--- config.mk ---
export PLATFORM = sky130hd
export DESIGN_NAME = host_rx_top
export DESIGN_NICKNAME = d
export VERILOG_FILES = /design/src/common/host_pkg.sv /design/src/common/uart_pkg.sv /design/src/design/host_rx_top.sv /design/src/design/uart_input_handler.sv /design/src/uart/uart_rx.sv
export SDC_FILE = /design/constraint.sdc
export NUM_CORES = 1
export LEC_CHECK = 0
export ABC_AREA = 1
export BUFFER_PORTS_ARGS = -buffer_cell sky130_fd_sc_hd__buf_2
export CORE_UTILIZATION = 29
export DETAILED_ROUTE_END_ITERATION = 16
export HOLD_SLACK_MARGIN = 0.05
export PLACE_DENSITY = 0.43
export SYNTH_ARGS = -nofsm -noshare
export SYNTH_HDL_FRONTEND = slang
export SYNTH_SLANG_ARGS = --single-unit
--- constraint.sdc ---
create_clock -name clk -period 4.8 [get_ports clk]
set_input_delay 0.72 -clock clk [delete_from_list [all_inputs] [get_ports clk]]
set_output_delay 0.72 -clock clk [all_outputs]
set_load 0.05 [all_outputs]
--- src/common/host_pkg.sv ---
// ascii frame format: L, 7 count digits, 8 command, 8 address, count+1 data words; upper case hex

package host_pkg;

    // frame start character
    localparam logic [7:0] char_start = 8'h4c;

    // valid digit ranges, 0-9 and A-F only
    localparam logic [7:0] char_0 = 8'h30;
    localparam logic [7:0] char_9 = 8'h39;
    localparam logic [7:0] char_a = 8'h41;
    localparam logic [7:0] char_f = 8'h46;

    // hex digits per field
    localparam int count_digits = 7;
    localparam int word_digits = 8;

    // field widths
    localparam int word_w = 32;
    localparam int count_w = 28;

    // digit counter covers the longest field
    localparam int digit_cnt_w = $clog2(word_digits);

    // parser fsm encoding
    localparam int state_w = 3;
    localparam logic [state_w-1:0] wait_start = 3'd0;
    localparam logic [state_w-1:0] read_count = 3'd1;
    localparam logic [state_w-1:0] read_command = 3'd2;
    localparam logic [state_w-1:0] read_address = 3'd3;
    localparam logic [state_w-1:0] read_data = 3'd4;

endpackage

--- src/common/uart_pkg.sv ---
// fixed 8N1 line timing only; no parity, no runtime baud select, clks_per_bit must be even

package uart_pkg;

    // clock cycles per serial bit
    localparam int clks_per_bit = 16;

    // sample point inside a bit, counted from its leading edge
    localparam int half_bit = clks_per_bit / 2;

    // data bits per character, lsb first on the line
    localparam int data_bits = 8;

    // counter widths for the bit timer and the bit index
    localparam int timer_w = $clog2(clks_per_bit);
    localparam int bit_idx_w = $clog2(data_bits);

    // receiver fsm encoding
    localparam int rx_state_w = 2;
    localparam logic [rx_state_w-1:0] rx_idle = 2'd0;
    localparam logic [rx_state_w-1:0] rx_start = 2'd1;
    localparam logic [rx_state_w-1:0] rx_data = 2'd2;
    localparam logic [rx_state_w-1:0] rx_stop = 2'd3;

endpackage

--- src/design/host_rx_top.sv ---
// rx is async and idle high; no transmit path, no flow control, ready is a one-cycle pulse
`timescale 1ns/1ns

module host_rx_top (
    input  logic                        clk,
    input  logic                        rst,
    input  logic                        rx,
    output logic [host_pkg::word_w-1:0] command,
    output logic [host_pkg::word_w-1:0] address,
    output logic [host_pkg::word_w-1:0] data,
    output logic                        ready
);

    // byte path from receiver to parser
    logic [uart_pkg::data_bits-1:0] rx_byte;
    logic                           byte_available;

    // serial to bytes
    uart_rx u_uart_rx (
        .clk            (clk),
        .rst            (rst),
        .rx             (rx),
        .rx_byte        (rx_byte),
        .byte_available (byte_available)
    );

    // bytes to command, address and data words
    uart_input_handler u_uart_input_handler (
        .clk            (clk),
        .rst            (rst),
        .byte_available (byte_available),
        .rx_byte        (rx_byte),
        .command        (command),
        .address        (address),
        .data           (data),
        .ready          (ready)
    );

endmodule

--- src/design/uart_input_handler.sv ---
// takes every byte_available strobe, no back-pressure; words hold until the next L clears them
`timescale 1ns/1ns

module uart_input_handler (
    input  logic                           clk,
    input  logic                           rst,
    input  logic                           byte_available,
    input  logic [uart_pkg::data_bits-1:0] rx_byte,
    output logic [host_pkg::word_w-1:0]    command,
    output logic [host_pkg::word_w-1:0]    address,
    output logic [host_pkg::word_w-1:0]    data,
    output logic                           ready
);

    logic [host_pkg::state_w-1:0]     state;
    logic [host_pkg::digit_cnt_w-1:0] digit_cnt;

    // data words still to come after the current one
    logic [host_pkg::count_w-1:0] words_left;

    // data word being assembled, copied to data when complete
    logic [host_pkg::word_w-1:0] data_acc;

    // hex converter
    logic                           is_num;
    logic                           is_alpha;
    logic                           hex_valid;
    logic [uart_pkg::data_bits-1:0] digit_value;
    logic [3:0]                     nibble;

    // last digit of the field in progress
    logic last_digit;

    always_comb begin
        is_num   = (rx_byte >= host_pkg::char_0) && (rx_byte <= host_pkg::char_9);
        is_alpha = (rx_byte >= host_pkg::char_a) && (rx_byte <= host_pkg::char_f);
        // exactly 0-9 and A-F, nothing in between
        hex_valid = is_num || is_alpha;
        if (is_alpha) begin
            digit_value = rx_byte - host_pkg::char_a + 8'd10;
        end else begin
            digit_value = rx_byte - host_pkg::char_0;
        end
        nibble = digit_value[3:0];
    end

    // count field is one digit shorter than the word fields
    always_comb begin
        if (state == host_pkg::read_count) begin
            last_digit = (digit_cnt == host_pkg::digit_cnt_w'(host_pkg::count_digits - 1));
        end else begin
            last_digit = (digit_cnt == host_pkg::digit_cnt_w'(host_pkg::word_digits - 1));
        end
    end

    always_ff @(posedge clk) begin
        if (rst) begin
            state      <= host_pkg::wait_start;
            digit_cnt  <= '0;
            words_left <= '0;
            command    <= '0;
            address    <= '0;
            data       <= '0;
            ready      <= 1'b0;
        end else begin
            // pulse only
            ready <= 1'b0;
            if (byte_available) begin
                case (state)
                    host_pkg::wait_start: begin
                        // anything but L is ignored here
                        if (rx_byte == host_pkg::char_start) begin
                            state      <= host_pkg::read_count;
                            digit_cnt  <= '0;
                            words_left <= '0;
                            // previous frame's words dropped on a new L
                            command    <= '0;
                            address    <= '0;
                            data       <= '0;
                        end
                    end
                    host_pkg::read_count,
                    host_pkg::read_command,
                    host_pkg::read_address,
                    host_pkg::read_data: begin
                        if (!hex_valid) begin
                            // abandon frame, wait for a new L
                            state <= host_pkg::wait_start;
                        end else begin
                            if (last_digit) begin
                                digit_cnt <= '0;
                            end else begin
                                digit_cnt <= digit_cnt + 1'b1;
                            end
                            // msb first into the field of this state
                            case (state)
                                host_pkg::read_count: begin
                                    words_left <= {words_left[host_pkg::count_w-5:0], nibble};
                                    if (last_digit) begin
                                        state <= host_pkg::read_command;
                                    end
                                end
                                host_pkg::read_command: begin
                                    command <= {command[host_pkg::word_w-5:0], nibble};
                                    if (last_digit) begin
                                        state <= host_pkg::read_address;
                                    end
                                end
                                host_pkg::read_address: begin
                                    address <= {address[host_pkg::word_w-5:0], nibble};
                                    if (last_digit) begin
                                        state <= host_pkg::read_data;
                                    end
                                end
                                default: begin
                                    data_acc <= {data_acc[host_pkg::word_w-5:0], nibble};
                                    if (last_digit) begin
                                        // word complete, publish and flag
                                        data  <= {data_acc[host_pkg::word_w-5:0], nibble};
                                        ready <= 1'b1;
                                        if (words_left == '0) begin
                                            state <= host_pkg::wait_start;
                                        end else begin
                                            words_left <= words_left - 1'b1;
                                        end
                                    end
                                end
                            endcase
                        end
                    end
                    default: begin
                        state <= host_pkg::wait_start;
                    end
                endcase
            end
        end
    end

endmodule

--- src/uart/uart_rx.sv ---
// 8N1 only at uart_pkg::clks_per_bit; bytes with a low stop bit are dropped, no error output
`timescale 1ns/1ns

module uart_rx (
    input  logic                           clk,
    input  logic                           rst,
    input  logic                           rx,
    output logic [uart_pkg::data_bits-1:0] rx_byte,
    output logic                           byte_available
);

    // two-flop synchroniser on the async pin
    logic rx_meta;
    logic rx_sync;

    logic [uart_pkg::rx_state_w-1:0] state;
    logic [uart_pkg::timer_w-1:0]    timer;
    logic [uart_pkg::bit_idx_w-1:0]  bit_idx;
    logic [uart_pkg::data_bits-1:0]  shift_reg;

    // set when the stop bit sampled low
    logic frame_err;

    // timer end points
    logic half_done;
    logic bit_done;

    assign half_done = (timer == uart_pkg::timer_w'(uart_pkg::half_bit - 1));
    assign bit_done  = (timer == uart_pkg::timer_w'(uart_pkg::clks_per_bit - 1));

    // idle line is high
    always_ff @(posedge clk) begin
        if (rst) begin
            rx_meta <= 1'b1;
            rx_sync <= 1'b1;
        end else begin
            rx_meta <= rx;
            rx_sync <= rx_meta;
        end
    end

    always_ff @(posedge clk) begin
        if (rst) begin
            state          <= uart_pkg::rx_idle;
            timer          <= '0;
            bit_idx        <= '0;
            frame_err      <= 1'b0;
            byte_available <= 1'b0;
        end else begin
            // strobe lasts one cycle
            byte_available <= 1'b0;
            case (state)
                uart_pkg::rx_idle: begin
                    timer     <= '0;
                    bit_idx   <= '0;
                    frame_err <= 1'b0;
                    // falling edge starts a possible start bit
                    if (!rx_sync) begin
                        state <= uart_pkg::rx_start;
                    end
                end
                uart_pkg::rx_start: begin
                    if (half_done) begin
                        timer <= '0;
                        // still low at mid bit, a real start bit
                        if (!rx_sync) begin
                            state <= uart_pkg::rx_data;
                        end else begin
                            // glitch, back to idle
                            state <= uart_pkg::rx_idle;
                        end
                    end else begin
                        timer <= timer + 1'b1;
                    end
                end
                uart_pkg::rx_data: begin
                    if (bit_done) begin
                        timer <= '0;
                        // lsb first, shift in from the top
                        shift_reg <= {rx_sync, shift_reg[uart_pkg::data_bits-1:1]};
                        if (bit_idx == uart_pkg::bit_idx_w'(uart_pkg::data_bits - 1)) begin
                            state <= uart_pkg::rx_stop;
                        end else begin
                            bit_idx <= bit_idx + 1'b1;
                        end
                    end else begin
                        timer <= timer + 1'b1;
                    end
                end
                uart_pkg::rx_stop: begin
                    if (frame_err) begin
                        // bad stop bit, wait for the line to return high
                        if (rx_sync) begin
                            state <= uart_pkg::rx_idle;
                        end
                    end else if (bit_done) begin
                        if (rx_sync) begin
                            rx_byte        <= shift_reg;
                            byte_available <= 1'b1;
                            state          <= uart_pkg::rx_idle;
                        end else begin
                            // discard the byte
                            frame_err <= 1'b1;
                        end
                    end else begin
                        timer <= timer + 1'b1;
                    end
                end
                default: begin
                    state <= uart_pkg::rx_idle;
                end
            endcase
        end
    end

endmodule
==> results of run 1 <==
power breakdown:
group          switching (µW)  internal (µW)
logic                    84.0           37.6
clock network             733            712
registers                9.13           1620
total                     826           2370
final timing paths:
| check | cells past startpoint | slack, ns | endpoint | from |
|---|---|---|---|---|
| worst max register to register | 12 | 1.80 | u_uart_input_handler.command[15] | u_uart_input_handler.state[2] |
| worst min-delay path | 1 | 0.42 | u_uart_rx.rx_sync | u_uart_rx.rx_meta |
| worst min register to register | 1 | 0.42 | u_uart_rx.rx_sync | u_uart_rx.rx_meta |
| worst max-delay path | 12 | 1.80 | u_uart_input_handler.command[15] | u_uart_input_handler.state[2] |
cell usage in the layout, fill, tap and decap left out, types with 3 or more instances in the layout:
cell / n
inv_1: 172
nand2_1: 298
inv_2: 5
a31oi_1: 4
buf_2: 99
o21ai_1: 18
a21oi_1: 88
or2_2: 5
inv_6: 5
ha_1: 14
nor3_1: 35
edfxtp_1: 44
clkbuf_16: 17
nand4_1: 8
nand2_2: 3
clkinv_8: 4
nand3_1: 41
dfxtp_1: 144
nor2_1: 198
o21ai_0: 78
buf_4: 7
logic make-up (layout without fill, tap and decap cells):
logic type	count (synthesis)	count (layout)	synth area share (%)
and+or+nand+nor	603	603	28.1
buffers and inverters	236	317	10.3
AOI/OAI and AO/OA	202	202	12.0
DFF	188	188	47.4
adders and majority gates	14	14	1.97
xor gates and xnor gates	2	2	0.197
through the flow:
step | total power, µW | cell area (µm²) | hold slack (ns) | utilization (%)
after global routing | 3330 | 10300 | 0.438 | 34.4
after detailed placement | 1790 | 9680 | 0.399 | 32.4
after global placement | 1790 | 9680 | 0.402 | 32.4
final | 3190 | 10300 | 0.416 | 34.4
after floorplan | 1760 | 8880 | 0.389 | -
after CTS | 3250 | 10300 | 0.419 | 34.4
area by class of cell:
cell class	instances	area, µm²	share of cell area [%]
clock buffers	18	429	4.17
clock inverters	14	170	1.66
repair buffers	106	548	5.33
well taps	390	488	4.75
multi-input cells	821	3770	36.7
flip-flops and latches	188	4200	40.9
inverters	179	672	6.54
layer usage:
metal  GRT usage, %  up-vias
met2           23.8       91
met5              0        -
li1               -     4066
met4           3.95        0
met1           19.9     3441
met3           3.07       16
==> results.md, run 1 <==
- Diodes inserted: 0
- Die area: 31300 µm²
- Max-slew violation count: 0
- Crit path buf inv count: 4
- Setup Skew: 0.0158 ns
- Met3 Wirelength: 834 µm
- Worst slack at placement: 1.77 ns
- Met2 wire len: 10200 µm
- Fin crit period: 3.00 ns
- Worst path max stage delay: 0.85 ns
- Most area-consuming cells after synthesis: dfxtp_1 32%, edfxtp_1 15%, nand2_1 13%
- Via count: 7614
- CTS clk-pin slew, worst paths: 0.08 ns
- Top sig layer: met4
- Io pins: 100
- Gr usage total: 14.8%
- P_leak: 0.00479 µW
- Setup ws final: 1.80 ns
- Largest net degree at the start of global routing: 65
- CTS tree: built
- Critical path arrival: 3.30 ns
- Kind of critical path: reg -> reg
- Routed WL: 22400 µm
- Maximum VDD drop: 0.226 mV
- HP Class: reg -> reg
- Fin. Hold Viols: 0
- Final ANT Viol Nets: 0
- Max-slew headroom: 24.2%
- Total grt overflow: 0
- Worst slew pin tran: 1.13 ns
- Clock Latency Late Sink: 0.44 ns
- Period utilization: 62.4%
- Yosys top cell by area: dfxtp_1
- TritonRoute pass-1 iters: 4
- Warnings from Yosys: 0
- Critical path required time: 5.10 ns
- Post-CTS setup buffer count: 0
- DRC: 0
- Final Non-Filler Cells: 1716
- Crit-path leading delay family: simple AND/OR/NAND/NOR gates
- Hpwl dp: 14700 µm
- Yosys top cell area share: 32.5%
- Syn avg cell area: 7.13 µm²
- Number of vias per cell: 4.44
- CTS Hold Buffers Added: 0
- Post-synth cell types: 42
- Nets: 1330
- CTS Buffer Depth: 2
- Max Clk Rate: 0.334 GHz
- Yosys reg bits: 188
- DR iter-0 viols: 490
- Port bufs: 99
- Status: finished clean
- Ys flop type: dfxtp_1
- # H-tree levels: 4
- Wl on met1: 11200 µm
- EDFF count, synth: 44
- Syn Nets: 1262
- Post-CTS Resized: 0
- Starting Density: 29.7%
- Core area: 29900 µm²
- Gate Count Post-Synth: 1245
- FFs w/ async S/R, synth: 0%
- Root Buffer: clkbuf_16
- Total negative slack: 0 ns
- Die W: 177 µm
- Vias in the first global route: 7264
- RePlAce Congestion: 0.784
- Biggest regs: u_uart_input_handler.address (32), u_uart_input_handler.command (32), u_uart_input_handler.data (32)
- Site Rows: 63
- CP cell instances: inv_2 > nand2_2 > inv_2 > nand2_2 > o211ai_4 > buf_4 > nand2_1 > inv_1 > nor2_4 > nand2_1 > o21ai_0 > nor2_1
- First-pass GRT wire length: 37400 µm
- CP max-delay cell: nor2_4
- Cell area after synthesis: 8880 µm²
- DR WL/cell: 13.1 µm
- Top-count cell post-synth: nand2_1
- Fraction of layout cells with a size suffix above 1: 12.2%
- PD cells: 311 nW/µm²
- Max-Cap Viols: 0
- Clock Sinks: 188
- Antenna violations before repair: 0
- RSZ-0062 raised after global routing: false
- Fillers: 3251
- Area grow syn2layout: 15.8%
- Die H: 177 µm
- Crit path max fanout: 60
- Total CTS buffers: 17
- Placed insts: 1684
- Sequential cell area fraction in the yosys report: 47.4%
- Crit path capture type: flop
- Crit start category: flop
- Final Setup Violations: 0
- Post-synth top cells: 298 x nand2_1, 198 x nor2_1, 172 x inv_1
Power figures use the tool's default switching activity.
==> run 2: changes to the inputs <==
--- a/config.mk
+++ b/config.mk
@@ -5,12 +5,12 @@
 export SDC_FILE = /design/constraint.sdc
 export NUM_CORES = 1
 export LEC_CHECK = 0
-export ABC_AREA = 1
+export ABC_AREA = 0
 export BUFFER_PORTS_ARGS = -buffer_cell sky130_fd_sc_hd__buf_2
 export CORE_UTILIZATION = 29
 export DETAILED_ROUTE_END_ITERATION = 16
 export HOLD_SLACK_MARGIN = 0.05
-export PLACE_DENSITY = 0.43
+export PLACE_DENSITY = 0.45
 export SYNTH_ARGS = -nofsm -noshare
 export SYNTH_HDL_FRONTEND = slang
 export SYNTH_SLANG_ARGS = --single-unit
==> constraint.sdc (replaced) <==
create_clock -name clk -period 2.7 [get_ports clk]
set_input_delay 0.405 -clock clk [delete_from_list [all_inputs] [get_ports clk]]
set_output_delay 0.405 -clock clk [all_outputs]
set_load 0.05 [all_outputs]
==> results.md, run 2 <==
- Yosys top cell area share: 34.6% (+2.2 points)
- PD cells: 525 nW/µm² (+69%)
- Number of vias per cell: 4.87 (+9.8%)
- Multi-input logic area: 3880 µm² (+2.9%)
- Crit start category: flop
- Area grow syn2layout: 26.2%
- Crit path capture type: flop
- CP cell instances: or4_4 > or4_4 > nor4_4 > o21ai_2 > buf_4 > nand2_4 > buf_4 > mux2i_1
- RePlAce Congestion: 0.754 (-3.8%)
- Crit path max fanout: 10 (-83%)
- CP max-delay cell: or4_4
- Fraction of layout cells with a size suffix above 1: 25.7% (+13 points)
- TritonRoute pass-1 iters: 4 (unchanged)
- Core area: 28000 µm² (-6.2%)
- Gr usage total: 15.3% (+0.55 points)
- DRC: 0 (unchanged)
- Final Setup Violations: 0 (unchanged)
- Post-synth cell types: 73 (+74%)
- Power Total: 5520 µW (+73%)
- Gate Count Post-Synth: 931 (-25%)
- Cell area after synthesis: 8320 µm² (-6.2%)
- Critical path required time: 3.06 ns (-2.04 ns)
- Biggest regs: u_uart_input_handler.address (32), u_uart_input_handler.command (32), u_uart_input_handler.data (32)
- Nets: 1075 (-19%)
- Fillers: 2894 (-11%)
- Vias in the first global route: 6680 (-8.0%)
- Root Buffer: clkbuf_16
- Most area-consuming cells after synthesis: dfxtp_1 35%, edfxtp_1 16%, nand2_1 7.7%
- P_leak: 0.00402 µW (-16%)
- Starting Density: 29.7% (about the same)
- HP Class: in -> reg
- CTS tree: built
- Max Clk Rate: 0.388 GHz (+16%)
- FFs w/ async S/R, synth: 0% (unchanged)
- Sequential cell area fraction in the yosys report: 50.5% (+3.1 points)
- Max-Cap Viols: 0 (unchanged)
- Yosys top cell by area: dfxtp_1
- First-pass GRT wire length: 35700 µm (-4.4%)
- Final Non-Filler Cells: 1449 (-16%)
- CTS Hold Buffers Added: 0 (unchanged)
- Warnings from Yosys: 0 (unchanged)
- Top-count cell post-synth: nand2_1
- DR WL/cell: 15.7 µm (+20%)
- Final ANT Viol Nets: 0 (unchanged)
- Hold depth: 2 (+1)
- Worst path max stage delay: 0.55 ns (-0.30 ns)
- # H-tree levels: 4 (unchanged)
- DR iter-0 viols: 482 (-1.6%)
- RSZ-0062 raised after global routing: true
- Io pins: 100 (unchanged)
- Period utilization: 95.5% (+33 points)
- Total CTS buffers: 17 (unchanged)
- Total grt overflow: 0 (unchanged)
- Commonest non-fill, non-tap cell in the layout: nand2_1
- Placed insts: 1409 (-16%)
- Die W: 171 µm (-3.1%)
- Routed WL: 22700 µm (+1.2%)
- Worst slew pin tran: 0.754 ns (-0.380 ns)
- Largest net degree at the start of global routing: 131 (+100%)
- Fin. Hold Viols: 0 (unchanged)
- Maximum VDD drop: 0.354 mV (+57%)
- Post-synth top cells: 171 x nand2_1, 144 x dfxtp_1, 111 x a21oi_1
- Ys flop type: dfxtp_1
- Syn Nets: 948 (-25%)
- Critical path arrival: 2.94 ns (-0.36 ns)
- Kind of critical path: reg -> reg
- R2R cell count: 8 (-4)
- EDFF count, synth: 44 (unchanged)
- Die area: 29400 µm² (-6.1%)
- Status: finished clean
- Diodes inserted: 0 (unchanged)
- Max-slew headroom: 49.4% (+25 points)
- Syn avg cell area: 8.94 µm² (+25%)
- CTS clk-pin slew, worst paths: 0.08 ns (about the same)
- Storage element area: 4200 µm² (unchanged)
- Max-slew violation count: 0 (unchanged)
- Commonest cells after routing, fill and taps aside: 171 x nand2_1, 144 x dfxtp_1, 109 x a21oi_1
- Clock Sinks: 188 (unchanged)
- Site Rows: 61 (-3.2%)
- Antenna violations before repair: 0 (unchanged)
- Via count: 7059 (-7.3%)
- Fin crit period: 2.58 ns (-0.418 ns)
- CTS Buffer Depth: 2 (unchanged)
- Clock Latency Late Sink: 0.43 ns (about the same)
- Setup Skew: 0.0128 ns (-0.00305 ns)
- Port bufs: 99 (unchanged)
- Yosys reg bits: 188 (unchanged)
- Hpwl dp: 14700 µm (-0.25%)
- Die H: 171 µm (-3.1%)
==> run 2: cell types whose count changed after synthesis, moves of 14 or more <==
| cell | change |
|---|---|
| nor2_1 | -162 |
| inv_1 | -154 |
| nand2_1 | -127 |
| o21ai_0 | -60 |
| nand3_1 | +31 |
| or2_2 | +24 |
| a21oi_1 | +23 |
| clkbuf_1 | +23 |
| nor3_1 | -22 |
| mux2i_1 | +17 |
| o21ai_1 | -17 |
| nor4_1 | +14 |
==> run 2: worst paths after layout <==
kind / start / endpoint / slack [ns]
worst max-delay path: u_uart_input_handler.words_left[2] / u_uart_input_handler.words_left[5] / 0.12
worst min-delay path: rx / u_uart_rx.rx_meta / 0.16
worst max register to register: u_uart_input_handler.words_left[2] / u_uart_input_handler.words_left[5] / 0.12
worst min register to register: u_uart_rx.rx_meta / u_uart_rx.rx_sync / 0.41
==> run 2: worst max-delay path, delay by kind of cell (launching register included) <==
family / cells / cell delay [ns]
simple gates: 4 / 1.49
flops: 1 / 0.32
compound gates: 1 / 0.11
mux: 1 / 0.19
buf+inv: 2 / 0.38
==> run 2: repair_timing <==
action,CTS,global route
resized for setup,1,15
pin swaps,2,5
setup buffers,3,2
setup endpoints to repair,22,95
cloned,0,3
==> run 2: cells by family (layout without fill, tap and decap cells) <==
logic type / after synthesis / count (layout) / share of synthesized area [%]
multiplexers: 19 / 19 / 2.31
adder cells (fa/ha/maj): 14 / 14 / 2.10
flip-flops: 188 / 188 / 50.5
AO/OA/AOI/OAI: 210 / 210 / 15.8
buffers and inverters: 88 / 228 / 4.33
AND/OR/NAND/NOR: 397 / 397 / 23.4
XOR/XNOR: 15 / 15 / 1.58
==> run 2: power by group <==
group | total (µW) | internal [µW] | switching (µW)
clock | 2560 | 1300 | 1260
combinational | 91.3 | 25.3 | 65.9
sequential | 2870 | 2860 | 5.32
==> run 2: layout make-up <==
cell class / instances / area share [%]
clock buffers: 19 / 4.33
clock inverters: 13 / 1.36
inverters: 18 / 0.643
multi-input cells: 655 / 36.9
flip-flops and latches: 188 / 40.0
well taps: 378 / 4.50
repair buffers: 178 / 12.3
==> run 2: layer usage <==
| metal | GRT usage [%] | routed length (µm) |
|---|---|---|
| met5 | 0 | 0 |
| met4 | 4.54 | 261 |
| met3 | 2.53 | 639 |
| met2 | 24.8 | 10700 |
| met1 | 20.9 | 11100 |
==> run 2: per-stage QoR <==
step / setup TNS, ns / hold slack, ns / cell area [µm²] / utilization [%] / setup WS, ns
floorplan: 0 / 0.389 / 8350 / - / 0.0396
CTS: 0 / 0.142 / 10400 / 37.0 / 0.00983
global placement: 0 / 0.393 / 9710 / 34.7 / 0.0149
finish: 0 / 0.162 / 10500 / 37.5 / 0.122
detailed placement: -0.452 / 0.395 / 9710 / 34.7 / -0.0500
global route: -0.0510 / 0.147 / 10500 / 37.5 / -0.0149
